===== src/design/updi_pkg.sv =====
// shared UPDI opcodes, addresses, key, widths and result codes; imported by every RTL module
package updi_pkg;

	// instructions the sequencer can issue
	typedef enum logic [2:0] {
		INSTR_LDCS,
		INSTR_STCS,
		INSTR_KEY,
		INSTR_ST,
		INSTR_LD,
		INSTR_REPEAT
	} updi_instr_t;

	// opcode base bytes, low nibble filled in by the framer
	localparam logic [7:0] OP_LD     = 8'h20;
	localparam logic [7:0] OP_ST     = 8'h60;
	localparam logic [7:0] OP_LDCS   = 8'h80;
	localparam logic [7:0] OP_REPEAT = 8'hA0;
	localparam logic [7:0] OP_STCS   = 8'hC0;
	localparam logic [7:0] OP_KEY    = 8'hE0;

	localparam logic [7:0] UPDI_SYNC = 8'h55;
	localparam logic [7:0] UPDI_ACK  = 8'h40;

	// control/status space
	localparam logic [3:0] CS_STATUSA    = 4'h0;
	localparam logic [3:0] CS_KEY_STATUS = 4'h7;
	localparam logic [3:0] CS_RESET_REQ  = 4'h8;
	localparam logic [3:0] CS_SYS_STATUS = 4'hB;

	// NVMPROG key accepted, and NVM programming mode entered
	localparam int KEY_STATUS_NVMPROG_BIT = 4;
	localparam int SYS_STATUS_NVMPROG_BIT = 3;

	localparam logic [7:0] RESET_SIGNATURE = 8'h59;

	// signature row base, device ID sits in the first three bytes
	localparam logic [15:0] SIGROW_ADDR = 16'h1100;

	// "NVMProg " with the first character in the top byte;
	// the low byte goes out on the wire first
	localparam logic [63:0] KEY_NVMPROG = 64'h4E56_4D50_726F_6720;

	// pointer modes for LD/ST
	localparam logic [1:0] PTR_INC = 2'b01;
	localparam logic [1:0] PTR_REG = 2'b10;

	// address/data size codes
	localparam logic [1:0] SIZE_BYTE = 2'b00;
	localparam logic [1:0] SIZE_WORD = 2'b01;

	localparam int MAX_DATA_BYTES = 8;
	localparam int DATA_IDX_W     = $clog2(MAX_DATA_BYTES);
	localparam int DATA_LEN_W     = DATA_IDX_W + 1;
	localparam int RX_COUNT_W     = 2;
	localparam int DEVICE_ID_W    = 24;

	typedef enum logic [2:0] {
		ERR_NONE,
		ERR_STATUS_ZERO,
		ERR_KEY_REJECTED,
		ERR_PROG_TIMEOUT,
		ERR_LINK_FAILED
	} prog_error_t;

endpackage


===== src/design/updi_tx_framer.sv =====
// writes one UPDI frame (SYNC, opcode, data) into the UART TX FIFO and stalls on requested ACKs
`timescale 1ns/100ps

module updi_tx_framer import updi_pkg::*; (
	input  logic                      clk,
	input  logic                      rst,
	input  logic                      link_abort,
	input  logic                      cmd_start,
	input  updi_instr_t               instr,
	input  logic [3:0]                cs_addr,
	input  logic [1:0]                ptr_mode,
	input  logic [1:0]                size_a,
	input  logic [7:0]                data [MAX_DATA_BYTES],
	input  logic [DATA_LEN_W-1:0]     data_len,
	input  logic [MAX_DATA_BYTES-1:0] ack_after,
	output logic                      cmd_done,
	output logic [7:0]                tx_data,
	output logic                      tx_wr_en,
	input  logic                      tx_full,
	output logic                      ack_expect,
	input  logic                      ack_ok
);

	typedef enum logic [2:0] {F_IDLE, F_SYNC, F_OPCODE, F_DATA, F_ACK} fstate_t;

	fstate_t                   state;
	logic [7:0]                opcode;
	logic [7:0]                opcode_q;
	logic [7:0]                data_q [MAX_DATA_BYTES];
	logic [DATA_LEN_W-1:0]     len_q;
	logic [MAX_DATA_BYTES-1:0] ack_q;
	logic [DATA_IDX_W-1:0]     idx;
	logic                      accept;
	logic                      last;

	always_comb begin
		case (instr)
			INSTR_LD:     opcode = OP_LD | {4'h0, ptr_mode, size_a};
			INSTR_ST:     opcode = OP_ST | {4'h0, ptr_mode, size_a};
			INSTR_LDCS:   opcode = OP_LDCS | {4'h0, cs_addr};
			INSTR_STCS:   opcode = OP_STCS | {4'h0, cs_addr};
			INSTR_REPEAT: opcode = OP_REPEAT;
			default:      opcode = OP_KEY;
		endcase
	end

	assign tx_wr_en = (state == F_SYNC) || (state == F_OPCODE) || (state == F_DATA);
	assign accept   = tx_wr_en && !tx_full;
	assign last     = (DATA_LEN_W'(idx) + DATA_LEN_W'(1) == len_q);

	always_comb begin
		case (state)
			F_SYNC:   tx_data = UPDI_SYNC;
			F_OPCODE: tx_data = opcode_q;
			default:  tx_data = data_q[idx];
		endcase
	end

	always_ff @(posedge clk) begin
		if (cmd_start && state == F_IDLE) begin
			opcode_q <= opcode;
			data_q   <= data;
			len_q    <= data_len;
			ack_q    <= ack_after;
		end
	end

	always_ff @(posedge clk) begin
		if (rst || link_abort) begin
			state      <= F_IDLE;
			idx        <= '0;
			cmd_done   <= 1'b0;
			ack_expect <= 1'b0;
		end else begin
			cmd_done   <= 1'b0;
			ack_expect <= 1'b0;
			case (state)
				F_IDLE: begin
					idx <= '0;
					if (cmd_start) begin
						state <= F_SYNC;
					end
				end
				F_SYNC: begin
					if (accept) begin
						state <= F_OPCODE;
					end
				end
				F_OPCODE: begin
					if (accept && len_q == '0) begin
						cmd_done <= 1'b1;
						state    <= F_IDLE;
					end else if (accept) begin
						state <= F_DATA;
					end
				end
				F_DATA: begin
					if (accept && ack_q[idx]) begin
						ack_expect <= 1'b1;
						state      <= F_ACK;
					end else if (accept && last) begin
						cmd_done <= 1'b1;
						state    <= F_IDLE;
					end else if (accept) begin
						idx <= idx + DATA_IDX_W'(1);
					end
				end
				default: begin
					// idx still points at the byte that asked for the ACK
					if (ack_ok && last) begin
						cmd_done <= 1'b1;
						state    <= F_IDLE;
					end else if (ack_ok) begin
						idx   <= idx + DATA_IDX_W'(1);
						state <= F_DATA;
					end
				end
			endcase
		end
	end

endmodule


===== src/design/updi_rx_collector.sv =====
// pops reply bytes or a single ACK from the UART RX FIFO, with an idle timeout while waiting
`timescale 1ns/100ps

module updi_rx_collector import updi_pkg::*; #(
	parameter int TIMEOUT_CLKS = 100
) (
	input  logic                  clk,
	input  logic                  rst,
	input  logic                  link_abort,
	input  logic                  rx_start,
	input  logic [RX_COUNT_W-1:0] rx_count,
	input  logic                  ack_expect,
	input  logic [7:0]            rx_data,
	output logic                  rx_rd_en,
	input  logic                  rx_empty,
	output logic                  rx_valid,
	output logic [7:0]            rx_byte,
	output logic                  rx_done,
	output logic                  ack_ok,
	output logic                  ack_error,
	output logic                  rx_timeout
);

	localparam int TMO_W = $clog2(TIMEOUT_CLKS + 1);

	typedef enum logic [1:0] {C_IDLE, C_DATA, C_ACK} cstate_t;

	cstate_t               state;
	logic [RX_COUNT_W-1:0] remaining;
	logic [TMO_W-1:0]      idle_cnt;
	logic                  take;

	// the pop lands a cycle later, so skip the head byte while it is being removed
	assign take = (state != C_IDLE) && !rx_empty && !rx_rd_en;

	always_ff @(posedge clk) begin
		if (take) begin
			rx_byte <= rx_data;
		end
	end

	always_ff @(posedge clk) begin
		if (rst || link_abort) begin
			state      <= C_IDLE;
			remaining  <= '0;
			idle_cnt   <= '0;
			rx_rd_en   <= 1'b0;
			rx_valid   <= 1'b0;
			rx_done    <= 1'b0;
			ack_ok     <= 1'b0;
			ack_error  <= 1'b0;
			rx_timeout <= 1'b0;
		end else begin
			rx_rd_en   <= take;
			rx_valid   <= take && state == C_DATA;
			rx_done    <= take && state == C_DATA && remaining == RX_COUNT_W'(1);
			ack_ok     <= take && state == C_ACK && rx_data == UPDI_ACK;
			ack_error  <= take && state == C_ACK && rx_data != UPDI_ACK;
			rx_timeout <= 1'b0;
			if (state == C_IDLE) begin
				idle_cnt  <= '0;
				remaining <= rx_count;
				if (rx_start) begin
					state <= C_DATA;
				end else if (ack_expect) begin
					state <= C_ACK;
				end
			end else if (take) begin
				idle_cnt  <= '0;
				remaining <= remaining - RX_COUNT_W'(1);
				if (state == C_ACK || remaining == RX_COUNT_W'(1)) begin
					state <= C_IDLE;
				end
			end else if (idle_cnt == TMO_W'(TIMEOUT_CLKS - 1)) begin
				rx_timeout <= 1'b1;
				state      <= C_IDLE;
			end else begin
				idle_cnt <= idle_cnt + TMO_W'(1);
			end
		end
	end

endmodule


===== src/design/prog_sequencer.sv =====
// programming FSM that walks UPDI bring-up, NVMPROG entry and the device ID read, one frame at a time
`timescale 1ns/100ps

module prog_sequencer import updi_pkg::*; #(
	parameter int DELAY_CLKS  = 100,
	parameter int POLL_LIMIT  = 4,
	parameter int RETRY_LIMIT = 3
) (
	input  logic                      clk,
	input  logic                      rst,
	input  logic                      start,
	output logic                      busy,
	output logic                      double_break_start,
	input  logic                      double_break_done,
	output logic                      cmd_start,
	output updi_instr_t               instr,
	output logic [3:0]                cs_addr,
	output logic [1:0]                ptr_mode,
	output logic [1:0]                size_a,
	output logic [7:0]                data [MAX_DATA_BYTES],
	output logic [DATA_LEN_W-1:0]     data_len,
	output logic [MAX_DATA_BYTES-1:0] ack_after,
	input  logic                      cmd_done,
	output logic                      rx_start,
	output logic [RX_COUNT_W-1:0]     rx_count,
	input  logic                      rx_valid,
	input  logic [7:0]                rx_byte,
	input  logic                      rx_done,
	input  logic                      link_abort,
	output logic [DEVICE_ID_W-1:0]    device_id,
	output logic                      id_valid,
	output prog_error_t               error_code
);

	localparam int DELAY_W = $clog2(DELAY_CLKS + 1);
	localparam int POLL_W  = $clog2(POLL_LIMIT + 1);
	localparam int RETRY_W = $clog2(RETRY_LIMIT + 1);

	typedef enum logic [2:0] {
		S_IDLE, S_BREAK, S_BREAK_WAIT, S_ISSUE, S_WAIT_TX, S_WAIT_RX, S_NEXT, S_DELAY
	} state_t;

	typedef enum logic [3:0] {
		STEP_STATUSA, STEP_KEY, STEP_KEY_STATUS, STEP_RESET_SET, STEP_RESET_CLR,
		STEP_SYS_STATUS, STEP_PTR, STEP_REPEAT, STEP_LD
	} step_t;

	state_t                 state;
	step_t                  step;
	logic [DELAY_W-1:0]     delay_cnt;
	logic [POLL_W-1:0]      poll_cnt;
	logic [RETRY_W-1:0]     retry_cnt;
	logic [DEVICE_ID_W-1:0] result;
	logic [7:0]             last_byte;

	assign last_byte          = result[7:0];
	assign busy               = (state != S_IDLE);
	assign double_break_start = (state == S_BREAK);
	assign cmd_start          = (state == S_ISSUE);

	// frame contents for the current step, latched by the framer on cmd_start
	always_comb begin
		instr     = INSTR_LDCS;
		cs_addr   = CS_STATUSA;
		ptr_mode  = 2'b00;
		size_a    = SIZE_BYTE;
		data      = '{default: 8'h00};
		data_len  = '0;
		ack_after = '0;
		rx_count  = '0;
		case (step)
			STEP_STATUSA: begin
				rx_count = RX_COUNT_W'(1);
			end
			STEP_KEY: begin
				instr    = INSTR_KEY;
				data_len = DATA_LEN_W'(MAX_DATA_BYTES);
				for (int i = 0; i < MAX_DATA_BYTES; i++) begin
					data[i] = KEY_NVMPROG[8*i +: 8];
				end
			end
			STEP_KEY_STATUS: begin
				cs_addr  = CS_KEY_STATUS;
				rx_count = RX_COUNT_W'(1);
			end
			STEP_RESET_SET, STEP_RESET_CLR: begin
				instr    = INSTR_STCS;
				cs_addr  = CS_RESET_REQ;
				data[0]  = (step == STEP_RESET_SET) ? RESET_SIGNATURE : 8'h00;
				data_len = DATA_LEN_W'(1);
			end
			STEP_SYS_STATUS: begin
				cs_addr  = CS_SYS_STATUS;
				rx_count = RX_COUNT_W'(1);
			end
			STEP_PTR: begin
				// word address, target acks once both bytes are in
				instr        = INSTR_ST;
				ptr_mode     = PTR_REG;
				size_a       = SIZE_WORD;
				data[0]      = SIGROW_ADDR[7:0];
				data[1]      = SIGROW_ADDR[15:8];
				data_len     = DATA_LEN_W'(2);
				ack_after[1] = 1'b1;
			end
			STEP_REPEAT: begin
				instr    = INSTR_REPEAT;
				data[0]  = 8'd2;
				data_len = DATA_LEN_W'(1);
			end
			STEP_LD: begin
				instr    = INSTR_LD;
				ptr_mode = PTR_INC;
				rx_count = RX_COUNT_W'(3);
			end
			default: begin
				instr = INSTR_LDCS;
			end
		endcase
	end

	// received bytes shift in from the right, so the first ID byte ends up on top
	always_ff @(posedge clk) begin
		if (rx_valid) begin
			result <= {result[DEVICE_ID_W-9:0], rx_byte};
		end
	end

	always_ff @(posedge clk) begin
		if (rst) begin
			state      <= S_IDLE;
			step       <= STEP_STATUSA;
			rx_start   <= 1'b0;
			delay_cnt  <= '0;
			poll_cnt   <= '0;
			retry_cnt  <= '0;
			device_id  <= '0;
			id_valid   <= 1'b0;
			error_code <= ERR_NONE;
		end else begin
			rx_start <= 1'b0;
			if (link_abort && state != S_IDLE) begin
				if (retry_cnt == RETRY_W'(RETRY_LIMIT)) begin
					error_code <= ERR_LINK_FAILED;
					state      <= S_IDLE;
				end else begin
					retry_cnt <= retry_cnt + RETRY_W'(1);
					state     <= S_BREAK;
				end
			end else begin
				case (state)
					S_IDLE: begin
						if (start) begin
							id_valid   <= 1'b0;
							error_code <= ERR_NONE;
							retry_cnt  <= '0;
							state      <= S_BREAK;
						end
					end
					S_BREAK: begin
						step     <= STEP_STATUSA;
						poll_cnt <= '0;
						state    <= S_BREAK_WAIT;
					end
					S_BREAK_WAIT: begin
						if (double_break_done) begin
							state <= S_ISSUE;
						end
					end
					S_ISSUE: begin
						state <= S_WAIT_TX;
					end
					S_WAIT_TX: begin
						// replies wait in the RX FIFO until the collector is armed
						if (cmd_done && rx_count != '0) begin
							rx_start <= 1'b1;
							state    <= S_WAIT_RX;
						end else if (cmd_done) begin
							state <= S_NEXT;
						end
					end
					S_WAIT_RX: begin
						if (rx_done) begin
							state <= S_NEXT;
						end
					end
					S_DELAY: begin
						if (delay_cnt == DELAY_W'(DELAY_CLKS - 1)) begin
							state <= S_ISSUE;
						end else begin
							delay_cnt <= delay_cnt + DELAY_W'(1);
						end
					end
					S_NEXT: begin
						state     <= S_ISSUE;
						delay_cnt <= '0;
						case (step)
							STEP_STATUSA: begin
								if (last_byte == 8'h00) begin
									error_code <= ERR_STATUS_ZERO;
									state      <= S_IDLE;
								end else begin
									step <= STEP_KEY;
								end
							end
							STEP_KEY: begin
								step <= STEP_KEY_STATUS;
							end
							STEP_KEY_STATUS: begin
								if (!last_byte[KEY_STATUS_NVMPROG_BIT]) begin
									error_code <= ERR_KEY_REJECTED;
									state      <= S_IDLE;
								end else begin
									step <= STEP_RESET_SET;
								end
							end
							STEP_RESET_SET: begin
								// hold the target in reset for the delay
								step  <= STEP_RESET_CLR;
								state <= S_DELAY;
							end
							STEP_RESET_CLR: begin
								step <= STEP_SYS_STATUS;
							end
							STEP_SYS_STATUS: begin
								if (last_byte[SYS_STATUS_NVMPROG_BIT]) begin
									step <= STEP_PTR;
								end else if (poll_cnt == POLL_W'(POLL_LIMIT - 1)) begin
									error_code <= ERR_PROG_TIMEOUT;
									state      <= S_IDLE;
								end else begin
									poll_cnt <= poll_cnt + POLL_W'(1);
									state    <= S_DELAY;
								end
							end
							STEP_PTR: begin
								step <= STEP_REPEAT;
							end
							STEP_REPEAT: begin
								step <= STEP_LD;
							end
							default: begin
								device_id <= result;
								id_valid  <= 1'b1;
								state     <= S_IDLE;
							end
						endcase
					end
					default: begin
						state <= S_IDLE;
					end
				endcase
			end
		end
	end

endmodule


===== src/design/updi_programmer.sv =====
// UPDI programming sequencer top level; connect to an external UART link with TX/RX FIFOs
`timescale 1ns/100ps

module updi_programmer import updi_pkg::*; #(
	parameter int DELAY_CLKS   = 100,
	parameter int TIMEOUT_CLKS = 100,
	parameter int POLL_LIMIT   = 4,
	parameter int RETRY_LIMIT  = 3
) (
	input  logic                   clk,
	input  logic                   rst,
	input  logic                   start,
	output logic                   busy,
	input  logic                   phy_error,
	output logic [7:0]             tx_data,
	output logic                   tx_wr_en,
	input  logic                   tx_full,
	input  logic [7:0]             rx_data,
	output logic                   rx_rd_en,
	input  logic                   rx_empty,
	output logic                   double_break_start,
	input  logic                   double_break_done,
	output logic [DEVICE_ID_W-1:0] device_id,
	output logic                   id_valid,
	output prog_error_t            error_code
);

	logic                      cmd_start;
	logic                      cmd_done;
	updi_instr_t               instr;
	logic [3:0]                cs_addr;
	logic [1:0]                ptr_mode;
	logic [1:0]                size_a;
	logic [7:0]                data [MAX_DATA_BYTES];
	logic [DATA_LEN_W-1:0]     data_len;
	logic [MAX_DATA_BYTES-1:0] ack_after;
	logic                      ack_expect;
	logic                      ack_ok;
	logic                      ack_error;
	logic                      rx_start;
	logic [RX_COUNT_W-1:0]     rx_count;
	logic                      rx_valid;
	logic [7:0]                rx_byte;
	logic                      rx_done;
	logic                      rx_timeout;
	logic                      link_abort;

	// any link fault flushes the framer and collector and restarts the run
	assign link_abort = phy_error | ack_error | rx_timeout;

	prog_sequencer #(
		.DELAY_CLKS(DELAY_CLKS),
		.POLL_LIMIT(POLL_LIMIT),
		.RETRY_LIMIT(RETRY_LIMIT)
	) i_prog_sequencer (
		.clk(clk), .rst(rst), .start(start), .busy(busy),
		.double_break_start(double_break_start), .double_break_done(double_break_done),
		.cmd_start(cmd_start), .instr(instr), .cs_addr(cs_addr), .ptr_mode(ptr_mode),
		.size_a(size_a), .data(data), .data_len(data_len), .ack_after(ack_after),
		.cmd_done(cmd_done), .rx_start(rx_start), .rx_count(rx_count),
		.rx_valid(rx_valid), .rx_byte(rx_byte), .rx_done(rx_done),
		.link_abort(link_abort), .device_id(device_id), .id_valid(id_valid),
		.error_code(error_code)
	);

	updi_tx_framer i_updi_tx_framer (
		.clk(clk), .rst(rst), .link_abort(link_abort), .cmd_start(cmd_start),
		.instr(instr), .cs_addr(cs_addr), .ptr_mode(ptr_mode), .size_a(size_a),
		.data(data), .data_len(data_len), .ack_after(ack_after), .cmd_done(cmd_done),
		.tx_data(tx_data), .tx_wr_en(tx_wr_en), .tx_full(tx_full),
		.ack_expect(ack_expect), .ack_ok(ack_ok)
	);

	updi_rx_collector #(
		.TIMEOUT_CLKS(TIMEOUT_CLKS)
	) i_updi_rx_collector (
		.clk(clk), .rst(rst), .link_abort(link_abort), .rx_start(rx_start),
		.rx_count(rx_count), .ack_expect(ack_expect), .rx_data(rx_data),
		.rx_rd_en(rx_rd_en), .rx_empty(rx_empty), .rx_valid(rx_valid),
		.rx_byte(rx_byte), .rx_done(rx_done), .ack_ok(ack_ok),
		.ack_error(ack_error), .rx_timeout(rx_timeout)
	);

endmodule


===== config.mk =====
export PLATFORM = sky130hd
export DESIGN_NAME = updi_programmer
export DESIGN_NICKNAME = d
export VERILOG_FILES = /design/src/design/updi_pkg.sv /design/src/design/updi_tx_framer.sv /design/src/design/updi_rx_collector.sv /design/src/design/prog_sequencer.sv /design/src/design/updi_programmer.sv
export SDC_FILE = /design/constraint.sdc
export NUM_CORES = 1
export LEC_CHECK = 0
export ABC_CLOCK_PERIOD_IN_PS = 6450
export BUFFER_PORTS_ARGS = -buffer_cell sky130_fd_sc_hd__buf_2
export CELL_PAD_IN_SITES_DETAIL_PLACEMENT = 0
export CELL_PAD_IN_SITES_GLOBAL_PLACEMENT = 2
export CORE_ASPECT_RATIO = 0.75
export CORE_UTILIZATION = 46
export DETAILED_ROUTE_END_ITERATION = 7
export GPL_TIMING_DRIVEN = 0
export PLACE_DENSITY_LB_ADDON = 0.1
export SLEW_MARGIN = 10
export SYNTH_ARGS = -nofsm -noshare
export SYNTH_HDL_FRONTEND = slang
export SYNTH_HIERARCHICAL = 1
export SYNTH_SLANG_ARGS = --single-unit

===== constraint.sdc =====
create_clock -name clk -period 6.45 [get_ports clk]
set_input_delay 0.645 -clock clk [delete_from_list [all_inputs] [get_ports clk]]
set_output_delay 0.645 -clock clk [all_outputs]
set_load 0.1 [all_outputs]

# After elaboration in Yosys (flattened, before gate mapping)
# Index checks and enable logic that the tools add are counted.
dict set report totals {
  reg_bits 182
  input_bits 15
  out_inout_bits 40
  elab_cells 269
}
dict set report op_classes {
  n_addsub 7
  magnitude_cmp 2
  n_eq_ne 64
  muxes 90
  bitwise 8
  reduce_logical 63
}
# op n
set op_table {}
lappend op_table {{3-bit two-way mux} 32}
lappend op_table {{47-bit two-way mux} 1}
lappend op_table {{8-bit case mux with 5 select lines} 1}
lappend op_table {{4-bit case mux with 8 select lines} 1}
lappend op_table {{3-bit case mux with 5 select lines} 2}
lappend op_table {{2-bit two-way mux} 14}
lappend op_table {{7-bit case mux with 2 select lines} 2}
lappend op_table {{8-bit binary-select mux with 3-bit select} 1}
lappend op_table {{3-bit case mux with 8 select lines} 1}
lappend op_table {{4-bit case mux with 3 select lines} 2}
lappend op_table {{8-bit case mux with 3 select lines} 1}
lappend op_table {{3-bit by 2-bit equality test with 1-bit output, second input constant} 6}
lappend op_table {{3-bit equality test, second input constant} 6}
lappend op_table {{2-bit inequality test, second input constant} 9}
lappend op_table {{3-bit case mux with 3 select lines} 2}
lappend op_table {{4-bit by 3-bit equality test with 1-bit output, second input constant} 4}
lappend op_table {{8-bit two-way mux} 2}
lappend op_table {{8-bit case mux with 2 select lines} 1}
lappend op_table {{2-bit nonzero test} 8}
lappend op_table {{1-bit logical AND} 15}
lappend op_table {{3-bit by 2-bit inequality test with 1-bit output, second input constant} 5}
lappend op_table {{5-bit AND reduction} 3}
lappend op_table {{7-bit by 1-bit adder with 7-bit output, second input constant} 2}
lappend op_table {{7-bit equality test, second input constant} 2}
lappend op_table {{52 further kinds} 111}

# Longest topological paths before layout
# Gate-level depths: netlist of the first run.
dict set report logic_depth {
  word_depth 8
  ltp_mapped 9
  depth_no_buf 8
}

# Modules after synthesis
# The synthesis of the first run kept the hierarchy.
# mod instances cells_each area_each_um2 seq_area_each_um2
set modules_own_cells {}
lappend modules_own_cells {updi_tx_framer 1 222 3811.2 2652.5}
lappend modules_own_cells {prog_sequencer 1 413 3703.6 1681.6}
lappend modules_own_cells {updi_rx_collector 1 86 962.2 580.6}
lappend modules_own_cells {updi_programmer 1 1 6.3 0.0}

# Worst setup path before layout of the first run
# OpenSTA, ideal clock, no wires.
dict set report synth_path {
  path_kind {register to output}
  start {register i_updi_tx_framer.idx[1]}
  end {output port tx_data[1]}
  t_arrival_ns 3.327
  t_required_ns 5.805
  setup_slack_ns 2.478
  path_stages_with_launch 6
  n_path_buf 2
  cell_sequence {dfxtp_1 buf_2 clkbuf_1 mux4_2 mux2i_1 o21ai_0}
}
dict set report synth_between {
  elab_chain_len 5
}
# element line_no
set synth_rtl {}
lappend synth_rtl {{from (decl)} updi_tx_framer.sv:32} ;# logic [DATA_IDX_W-1:0] idx;
lappend synth_rtl {{from (signal assigned)} updi_tx_framer.sv:105} ;# idx <= idx + DATA_IDX_W'(1);
lappend synth_rtl {{from (signal assigned)} updi_tx_framer.sv:114} ;# idx <= idx + DATA_IDX_W'(1);
lappend synth_rtl {{3-bit NOT with 4-bit output (implied by the code)} updi_tx_framer.sv:55} ;# default: tx_data = data_q[idx];
lappend synth_rtl {{8-bit binary-select mux with 3-bit select} updi_tx_framer.sv:55}
lappend synth_rtl {{8-bit two-way mux (implied by the code) (2 in a row)} updi_tx_framer.sv:55}
lappend synth_rtl {{8-bit case mux with 2 select lines} updi_tx_framer.sv:52} ;# case (state)
lappend synth_rtl {{to (decl)} updi_programmer.sv:15} ;# output logic [7:0] tx_data,
# No other way between the ends. The select of a mux whose other input is x is not followed.

# Final worst setup path of the first run
dict set report layout_path {
  start {register i_updi_tx_framer.idx[1]}
  end {output port tx_data[3]}
}
# The elaborated chain is that of the path after synthesis.

==> impl_results.md, run 1 <==
- Outcome: complete, no violations
- Wire per inst: 15.9 um
- Iter 0 DRT Violations: 361
- Vias in the first global route: 5420
- Max Fclk: about 0.28 GHz
- GRT overflow: 0
- Max-Slew Margin vs Limit: 28.2%
- CP peak stage delay: between 0.5 and 0.6 ns
- H-tree depth: 4
- Row count: 42
- Fin. max-slew vios: 0
- Count of unique library cells instantiated by Yosys: 77
- Leakage power: about 3.6 nW
- Initial DRT Pass Iterations: 5
- P_sw: 0.607 mW
- Most used DFF post-synth: edfxtp_1
- Cells after Synth: 722
- Post-CTS setup buffers: 0
- Routed vias: 5632
- Layout Nets: 856
- GRT Resource Usage Total: 18.8%
- Power, Total: about 2.6 mW
- Worst slew pin tran: 1.08 ns
- Layout Area Growth over Synthesis: 16.8%
- Clk sinks: 188
- Post-synth EDFFs: roughly 120
- Total die area: around 19000 um2
- Clk pwr share: a little over two fifths
- Element type at the critical path end: output port
- Max IR drop VDD: 0.167 mV
- Worst-path cell chain: buf_2 -> clkbuf_1 -> mux4_2 -> mux2i_1 -> o21ai_0 -> buf_2
- Initial antenna violation count: 1
- Crit path time final: 3.62 ns
- DR DRC count: 0
- First-pass GRT wire length: 27600 um
- Synth async-reset ratio: 0%
- Avg Vias per Cell: 5.17
- Register area share after synthesis: 57.9%
- Root Driver: clkbuf_16
- IO Pins: 55
- Clock Tree Buf Depth: 2
- Period utilization: 56.1%
- Final hold vios: 0
- Share of cells above drive strength 1: 25.6%
- Crit path top cell by count: buf_2
- # port buffers: 54
- CP Class: flop to output port
- Die width: 159 um
- Final setup skew: around 0.011 ns
- CTS resizes: 0
- Die H: 120 um
- DRT antenna net count: 0
- TNS Setup: 0 ns
- Power density over the cells: roughly 260 nW/um2
- Crit path max fanout: 10
- Hold_buf cts: 0
- WP data required: 5.80 ns
- Total wire length: 17300 um
- Final Setup Violations: 0
- Antenna diodes: 0
- Worst Path Arrival: just under 3 ns
- Share of total power in combinational logic: 6.0%
- Yosys warns: 6
- Internal Pwr Total: 1.95 mW
- Worst skew pair latency: 0.43 ns
- Sw frac: 23.7%
- Core ar.: 17900 um2
- CP startpoint kind: flop
- Largest net degree at the start of global routing: 60
- Hpwl dp: 12400 um
- Synth Area per Inst: approximately 12 um2
- Clock slew at reported path FFs: approximately 0.070 ns
- Initial Util: 47.5%
- CTS tree: built
- Num CTS Buffers: 17
- Register bit total from synthesis: 188
- Seq pwr share: between 50% and 60%
- Worst Hold Class: input port to flop
- RSZ-0062 raised after global routing: false
- Max-capacitance violation count: 0
- Slowest stage cell, crit path: clkbuf_1
- RePlAce Congestion: 0.827
- Mapped Area: 8480 um2
[per-stage QoR]
stage	hold WS, ns	area [um2]	cells	util [%]	setup WS (ns)
2_1_floorplan	0.400	8620	758	-	2.48
3_3_place_gp	0.408	9190	1054	51.4	1.95
3_5_place_dp	0.405	9250	1057	51.7	3.21
4_1_cts	0.384	9900	1089	55.4	2.81
5_1_grt	0.377	9900	1089	55.4	2.66
6_report	0.403	9900	1089	55.4	2.83
[kinds of logic (layout without fill, tap and decap cells)]
group	after synthesis	after routing	synth area share (%)
buffers and inverters	120	209	8.88
other	1	37	0.0442
xor gates and xnor gates	14	14	1.45
DFF	188	188	57.9
adders and majority gates	7	7	1.03
muxes	37	37	6.95
AOI/OAI and AO/OA	120	120	9.48
and+or+nand+nor	235	235	14.2
[cell usage in the layout, fill, tap and decap left out, types with 10 or more instances in the layout]
master,synthesis,routed
a21oi_1,45,45
buf_2,8,62
buf_4,72,73
clkbuf_1,19,19
clkbuf_16,0,20
conb_1,1,37
dfxtp_1,73,73
edfxtp_1,115,115
inv_1,15,15
mux2i_1,15,15
mux4_2,17,17
nand2_1,83,83
nand2b_1,10,10
nor2_1,52,52
nor3_1,14,13
o21ai_0,19,19
[flip-flops by register name, indices dropped and copies added (netlist names), 4 cells and up]
register and cells:
i_updi_tx_framer/data_q 64, i_prog_sequencer/device_id 24, i_prog_sequencer/result 24, i_updi_rx_collector/rx_byte 8, i_updi_tx_framer/ack_q 8, i_prog_sequencer/delay_cnt 7, i_updi_rx_collector/idle_cnt 7, i_updi_tx_framer/opcode_q 7
i_prog_sequencer/step 4, i_updi_tx_framer/len_q 4
[path summary, 6_finish.rpt]
check                                               startpoint                              to  slack (ns)  cells past startpoint
worst min-delay path                                rx_data[0]  i_updi_rx_collector/rx_byte[0]        0.40                      1
worst max register to register   i_updi_rx_collector/ack_error  i_prog_sequencer/device_id[15]        3.62                      7
worst max-delay path                   i_updi_tx_framer/idx[1]                      tx_data[3]        2.83                      6
worst min register to register  i_updi_rx_collector/rx_byte[0]      i_prog_sequencer/result[0]        0.42                      0
[power groups by stage]
stage	combinational, mW	clock, mW	sequential [mW]
after global routing	0.166	1.20	1.29
after global placement	0.149	0	1.32
after detailed placement	0.152	0	1.32
after CTS	0.153	1.15	1.29
final	0.155	1.12	1.29
after floorplan	0.118	0	1.31
[cells in the mapped netlist (5+ instances only)]
cell type | count | share of area, %
mux2_2 | 5 | 0.66
ha_1 | 7 | 1.0
nor3_1 | 14 | 0.83
edfxtp_1 | 115 | 41
mux4_2 | 17 | 4.5
nand3b_1 | 5 | 0.44
nor2_1 | 52 | 2.3
dfxtp_1 | 73 | 17
buf_4 | 72 | 6.4
o21ai_0 | 19 | 1.1
or3_1 | 5 | 0.37
inv_1 | 15 | 0.66
xnor2_1 | 5 | 0.52
a21oi_1 | 45 | 2.7
nor2b_1 | 6 | 0.44
nand2b_1 | 10 | 0.74
and3_1 | 6 | 0.44
nor4_1 | 5 | 0.37
xor2_1 | 9 | 0.93
nand2_1 | 83 | 3.7
mux2i_1 | 15 | 1.8
clkbuf_1 | 19 | 0.84
buf_2 | 8 | 0.47
and2_1 | 5 | 0.37
nand3_1 | 9 | 0.53
[worst max-delay path: cells and delay by family (launching register included)]
| family | cells | cell delay (ns) |
|---|---|---|
| buf+inv | 3 | 1.41 |
| flops | 1 | 0.43 |
| mux | 2 | 0.42 |
| compound gates | 1 | 0.28 |
[area by class of cell]
cell class | instances | area (um2)
inverter | 15 | 56.3
clock inverter | 12 | 159
fill | 1533 | 7960
clock buffer | 20 | 500
timing repair buffer | 57 | 317
sequential | 188 | 4910
multi-input combinational | 450 | 2960
tap | 242 | 303
buffer | 105 | 697
[per-layer routing]
layer	global-route usage (%)	part of all wire, %	up-vias
li1	-	-	2762
met4	5.70	1.1	2
met5	0	0.075	-
met1	26.8	50	2737
met3	4.32	4.4	18
met2	28.5	45	113
Power figures use the tool's default switching activity.
==> run 2, diff against run 1 <==
--- a/config.mk
+++ b/config.mk
@@ -5,12 +5,12 @@
 export SDC_FILE = /design/constraint.sdc
 export NUM_CORES = 1
 export LEC_CHECK = 0
-export ABC_CLOCK_PERIOD_IN_PS = 6450
+export ABC_CLOCK_PERIOD_IN_PS = 3500
 export BUFFER_PORTS_ARGS = -buffer_cell sky130_fd_sc_hd__buf_2
 export CELL_PAD_IN_SITES_DETAIL_PLACEMENT = 0
 export CELL_PAD_IN_SITES_GLOBAL_PLACEMENT = 2
 export CORE_ASPECT_RATIO = 0.75
-export CORE_UTILIZATION = 46
+export CORE_UTILIZATION = 42
 export DETAILED_ROUTE_END_ITERATION = 7
 export GPL_TIMING_DRIVEN = 0
 export PLACE_DENSITY_LB_ADDON = 0.1
==> constraint.sdc (replaced) <==
create_clock -name clk -period 3.5 [get_ports clk]
set_input_delay 0.35 -clock clk [delete_from_list [all_inputs] [get_ports clk]]
set_output_delay 0.35 -clock clk [all_outputs]
set_load 0.1 [all_outputs]
==> impl_results.md, run 2 (synthesized netlist as in run 1, its figures left out) <==
- Fin. max-slew vios: 0 (unchanged)
- Post-CTS setup buffers: 0 (unchanged)
- Final hold vios: 0 (unchanged)
- Max Fclk: between 0.3 and 0.4 GHz
- Vias in the first global route: 5468 (+0.89%)
- DR DRC count: 3 (+3)
- Iter 0 DRT Violations: 419 (+16%)
- Layout Nets: 856 (unchanged)
- GRT Resource Usage Total: 17.9% (-0.94 points)
- First-pass GRT wire length: 28800 um (+4.1%)
- Slowest stage cell, crit path: clkbuf_1
- Worst Path Buf+Inv: 3 (unchanged)
- Largest register FFs: 64 (unchanged)
- IO Pins: 55 (unchanged)
- Fin Hold WS: 0.111 ns (-0.292 ns)
- DP Area: 9260 um2 (+0.19%)
- RR Startpoint: i_updi_rx_collector/ack_error
- RePlAce Congestion: 0.828 (+0.12%)
- Total wire length: 17600 um (+2.0%)
- Initial DRT Pass Iterations: 7 (+2)
- Clk sinks: 188 (unchanged)
- CP startpoint kind: flop
- GRT overflow: 0 (unchanged)
- Initial Util: 43.4% (-4.1 points)
- Antenna diodes: 0 (unchanged)
- Largest net degree at the start of global routing: 64 (+6.7%)
- Worst-path cell chain: buf_2 -> clkbuf_1 -> mux4_2 -> mux2_2 -> o32a_1 -> buf_2
- CP Class: flop to output port
- Core ar.: 19500 um2 (+9.4%)
- Element type at the critical path end: output port
- Row count: 44 (+4.8%)
- Crit path time final: 3.25 ns
- # port buffers: 54 (unchanged)
- Number of fill cells: 1761 (+15%)
- Final Setup Violations: 0 (unchanged)
- Period utilization: 92.8%
- Power density over the cells: 464 nW/um2 (+79%)
- Biggest register: i_updi_tx_framer/data_q
- Initial antenna violation count: 0 (-1)
- Crit path launch: i_updi_tx_framer/idx[1]
- Hold Startpoint: rx_data[6]
- Failing checks: design-rule violations
- Worst Hold Class: input port to flop
- Crit path max fanout: 10 (unchanged)
- RSZ-0062 raised after global routing: false
- Design Area, Final: 9860 um2 (-0.42%)
- WP data required: 3.15 ns (-2.65 ns)
- Hold_buf cts: 0 (unchanged)
- CTS tree: built
- Share of cells above drive strength 1: 25.6% (unchanged)
- Outcome: finished, violations left
- Worst R2R Setup Slack: 0.58 ns (-3.04 ns)
- CP peak stage delay: 0.59 ns (about the same)
- Root Driver: clkbuf_16
- Max-capacitance violation count: 0 (unchanged)
- Max-Slew Margin vs Limit: 20.6% (-7.7 points)
- DRT antenna net count: 0 (unchanged)
- Commonest non-fill, non-tap cells in the layout: edfxtp_1 (115), nand2_1 (83), dfxtp_1 (73)
- Worst skew pair latency: 0.43 ns (about the same)
- Layout Area Growth over Synthesis: 16.3%
- Delay-heaviest family, CP: buffers and inverters
- Worst Path Arrival: 2.90 ns (-0.08 ns)
- Final setup skew: 0.0123 ns (+0.000906 ns)
- Clock Tree Buf Depth: 2 (unchanged)
- H-tree depth: 4 (unchanged)
- Num CTS Buffers: 17 (unchanged)
- Wire per inst: 16.0 um (+0.96%)
- Die H: 125 um (+4.6%)
- Die width: 166 um (+4.6%)
- Leakage power: 3.63 nW (-0.26%)
- Largest registers: i_updi_tx_framer/data_q: 64 flops, i_prog_sequencer/device_id: 24 flops, i_prog_sequencer/result: 24 flops
- Crit path top cell by count: buf_2
- Hpwl dp: 12600 um (+1.8%)
- Routed vias: 5520 (-2.0%)
- Total die area: 20800 um2 (+9.4%)
- CTS resizes: 0 (unchanged)
- Most common library cell in the layout ignoring fill and taps: edfxtp_1
- Worst slew pin tran: 1.18 ns (+0.107 ns)
- Clock slew at reported path FFs: 0.08 ns (about the same)
- Avg Vias per Cell: 5.02 (-3.0%)
- Max IR drop VDD: 0.258 mV (+55%)
## run 2: cell types whose count changed in the layout (fill, tap and decap cells not counted), sizes merged
cell / before / now
bufinv: 1 / 0
clkbuf: 39 / 36
clkinv: 5 / 9
## run 2: per-layer routing
layer	vias to the layer above	part of all wire, %	global-route usage (%)
met2	100	44	26.8
li1	2757	-	-
met4	0	0.81	4.95
met5	-	0	0
met3	9	3.9	3.74
met1	2654	51	26.1
## run 2: power by group
part | internal (mW) | leakage (nW) | total [mW] | switching (mW)
Sequential | 2.36 | 1.59 | 2.37 | 0.0124
Clock | 0.963 | 0.293 | 1.92 | 0.952
Combinational | 0.0883 | 1.75 | 0.288 | 0.199
## run 2: area by class of cell
cell class / instances / area (um2) / area share [%]
buffer: 105 / 697 / 7.07
clock inverter: 15 / 175 / 1.78
inverter: 15 / 56.3 / 0.571
clock buffer: 17 / 425 / 4.31
timing repair buffer: 57 / 320 / 3.25
sequential: 188 / 4910 / 49.8
tap: 253 / 317 / 3.21
multi-input combinational: 450 / 2960 / 30.0
## run 2: worst reg2reg max path: stages (launching register included)
cell,delay (ns)
dfxtp_1,0.30
or3_1,0.58
nor4bb_1,0.76
and2_1,0.22
clkbuf_1,0.26
clkbuf_1,0.44
nand2_1,0.16
a21oi_1,0.14
## run 2: final timing paths
check,endpoint,depth (start not counted)
setup / recovery,tx_data[6],6
hold / removal,i_updi_rx_collector/rx_byte[6],1
hold reg to reg,i_prog_sequencer/result[3],0
setup reg to reg,i_prog_sequencer/device_id[14],7
## run 2: through the flow
stage | util [%] | TNS (ns) | power (mW) | std cells | setup slack, ns
6_report | 50.5 | 0 | 4.58 | 1100 | 0.252
5_1_grt | 50.5 | 0 | 4.74 | 1100 | 0.131
4_1_cts | 50.5 | 0 | 4.63 | 1100 | 0.200
3_5_place_dp | 47.4 | 0 | 2.71 | 1068 | 0.390
3_3_place_gp | 47.1 | -89.08 | 2.70 | 1065 | -1.02
2_1_floorplan | - | 0 | 2.64 | 758 | 0.0590
==> run 3, diff against run 2 <==
--- a/config.mk
+++ b/config.mk
@@ -5,15 +5,15 @@
 export SDC_FILE = /design/constraint.sdc
 export NUM_CORES = 1
 export LEC_CHECK = 0
-export ABC_CLOCK_PERIOD_IN_PS = 3500
+export ABC_CLOCK_PERIOD_IN_PS = 2900
 export BUFFER_PORTS_ARGS = -buffer_cell sky130_fd_sc_hd__buf_2
 export CELL_PAD_IN_SITES_DETAIL_PLACEMENT = 0
 export CELL_PAD_IN_SITES_GLOBAL_PLACEMENT = 2
 export CORE_ASPECT_RATIO = 0.75
-export CORE_UTILIZATION = 42
+export CORE_UTILIZATION = 38
 export DETAILED_ROUTE_END_ITERATION = 7
 export GPL_TIMING_DRIVEN = 0
-export PLACE_DENSITY_LB_ADDON = 0.1
+export PLACE_DENSITY_LB_ADDON = 0.25
 export SLEW_MARGIN = 10
 export SYNTH_ARGS = -nofsm -noshare
 export SYNTH_HDL_FRONTEND = slang
==> constraint.sdc (replaced) <==
create_clock -name clk -period 2.9 [get_ports clk]
set_input_delay 0.29 -clock clk [delete_from_list [all_inputs] [get_ports clk]]
set_output_delay 0.29 -clock clk [all_outputs]
set_load 0.1 [all_outputs]
==> impl_results.md, run 3 (synthesized netlist as in run 1, its figures left out) <==
- RR Startpoint: i_prog_sequencer/state[0]
- CP startpoint kind: flop
- Crit path launch: i_updi_tx_framer/idx[0]
- Met2 Track Usage GR: 24.5% (-2.3 points)
- Fin Hold WS: 0.0524 ns (-0.0588 ns)
- Total wire length: 18000 um (+2.1%)
- Biggest register: i_updi_tx_framer/data_q
- # port buffers: 54 (unchanged)
- Worst slew pin tran: 1.16 ns (-0.0228 ns)
- Crit path top cell by count: o22a_1
- Clock slew at reported path FFs: 0.07 ns (about the same)
- Gr busiest metal: met2
- Hold Startpoint: rx_data[0]
- Die width: 175 um (+5.1%)
- Worst Path Arrival: 2.50 ns (-0.40 ns)
- WP data required: 2.61 ns (-0.54 ns)
- Sw frac: 25.6% (+0.13 points)
- Clk sinks: 188 (unchanged)
- Met1 Resource Use GR: 24.0% (-2.0 points)
- Root Driver: clkbuf_16
- Outcome: complete, no violations
- Power density over the cells: 558 nW/um2 (+20%)
- DR DRC count: 0 (-3)
- Iter 0 DRT Violations: 361 (-14%)
- Commonest non-fill, non-tap cells in the layout: edfxtp_1 (115), nand2_1 (83), buf_4 (75)
- Crit path max fanout: 15 (+5)
- Routed vias: 5611 (+1.6%)
- Max Fclk: 0.358 GHz
- H-tree depth: 4 (unchanged)
- Row count: 46 (+4.5%)
- Final Setup Violations: 0 (unchanged)
- Share of total power in combinational logic: 6.3% (about the same)
- Layout Area Growth over Synthesis: 17.2%
- Seq pwr share: 51.7% (-0.2 points)
- Die H: 131 um (+5.0%)
- Crit path time final: between 2 and 3 ns
- Largest net degree at the start of global routing: 56 (-13%)
- Largest register FFs: 64 (unchanged)
- Final setup skew: 0.0105 ns (-0.00182 ns)
- Share of cells above drive strength 1: 26.2% (+0.53 points)
- Element type at the critical path end: output port
- Final hold vios: 0 (unchanged)
- CTS tree: built
- CP peak stage delay: 0.52 ns (-0.07 ns)
- Worst skew pair latency: 0.43 ns (about the same)
- Most common library cell in the layout ignoring fill and taps: edfxtp_1
- Largest registers: i_updi_tx_framer/data_q: 64 flops, i_prog_sequencer/device_id: 24 flops, i_prog_sequencer/result: 24 flops
- Clock Tree Buf Depth: 2 (unchanged)
- Vias in the first global route: 5472 (+0.073%)
- Design Area, Final: 9940 um2 (+0.76%)
- GRT overflow: 0 (unchanged)
- Worst-path cell chain: buf_8 -> mux4_2 -> mux2_2 -> o22a_1 -> o22a_1 -> clkbuf_4
- Max IR drop VDD: 0.342 mV (+32%)
- P_sw: 1.42 mW (+22%)
- Clk pwr share: 42.1% (+0.2 points)
- Core ar.: 21500 um2 (+10%)
- Initial Util: 39.4% (-4.0 points)
- Max-capacitance violation count: 0 (unchanged)
- Antenna diodes: 0 (unchanged)
- Internal Pwr Total: 4.13 mW (+21%)
- Avg Vias per Cell: 4.95 (-1.3%)
- Hpwl dp: 12800 um (+1.9%)
- DRT antenna net count: 0 (unchanged)
- Leakage power: 3.64 nW (+0.16%)
- Worst Hold Class: input port to flop
- Period utilization: 96.3%
- Total die area: 22900 um2 (+10%)
- Layout Nets: 854 (-0.23%)
- CP Class: flop to output port
- RSZ-0062 raised after global routing: false
- Initial DRT Pass Iterations: 5 (-2)
- GRT Resource Usage Total: 16.4% (-1.5 points)
- Wire per inst: 15.9 um (-0.84%)
- First-pass GRT wire length: 29300 um (+1.8%)
- Max-Slew Margin vs Limit: 22.6% (+2.0 points)
- Slowest stage cell, crit path: mux4_2
- Met3 Resource Use GR: 3.67% (-0.061 points)
- DP Area: 9310 um2 (+0.46%)
- Initial antenna violation count: 0 (unchanged)
- Fin. max-slew vios: 0 (unchanged)
- IO Pins: 55 (unchanged)
- RePlAce Congestion: 0.832 (+0.51%)
- Num CTS Buffers: 17 (unchanged)
-- run 3: metal layers --
layer / up-vias / wire [um]
met1: 2746 / 9170
li1: 2761 / -
met4: 0 / 119
met2: 94 / 8060
met5: - / 0
met3: 10 / 664
-- run 3: path summary, 6_finish.rpt --
kind / endpoint / slack (ns) / cells past startpoint
setup / recovery: tx_data[2] / 0.11 / 6
hold / removal: i_updi_rx_collector/rx_byte[0] / 0.05 / 1
setup reg to reg: i_updi_tx_framer/state[0] / 0.29 / 9
hold reg to reg: i_prog_sequencer/result[3] / 0.42 / 0
-- run 3: critical path, delay by kind of cell (launching register included) --
family / cells / cell delay (ns)
multiplexers: 2 / 0.84
AO/OA/AOI/OAI: 2 / 0.38
buffers and inverters: 2 / 0.49
flip-flops: 1 / 0.37
-- run 3: repair_timing --
action	4_1_cts	5_1_grt
cloned	0	0
hold endpoints to repair	0	0
setup buffers	0	0
resized for setup	6	8
setup endpoints to repair	16	18
hold buffers	0	0
-- run 3: cell type report --
type                            count  area, um2
Multi-Input combinational cell    450       3000
Clock inverter                     15        169
Tap cell                          288        360
Fill cell                        2022      11600
Sequential cell                   188       4910
Clock buffer                       17        425
Inverter                           15       56.3
Timing Repair Buffer               56        318
Buffer                            104        699
-- run 3: metrics by stage --
stage / total power [mW] / worst slack [ns] / utilization, % / instances / setup TNS [ns]
after CTS: 5.60 / 0.0326 / 46.0 / 1133 / 0
final: 5.54 / 0.106 / 46.2 / 1133 / 0
after global routing: 5.75 / 0.00495 / 46.2 / 1133 / 0
after detailed placement: 3.27 / -0.130 / 43.2 / 1102 / -1.47
after global placement: 3.26 / -0.445 / 43.0 / 1100 / -29.59
after floorplan: 3.19 / 0.0381 / - / 758 / 0
-- run 3: power by group through the flow --
stage,clock (mW),combinational [mW],sequential [mW]
floorplan,0,0.264,2.92
detailed placement,0,0.341,2.93
finish,2.33,0.348,2.86
global route,2.51,0.372,2.87
global placement,0,0.334,2.93
CTS,2.39,0.343,2.86
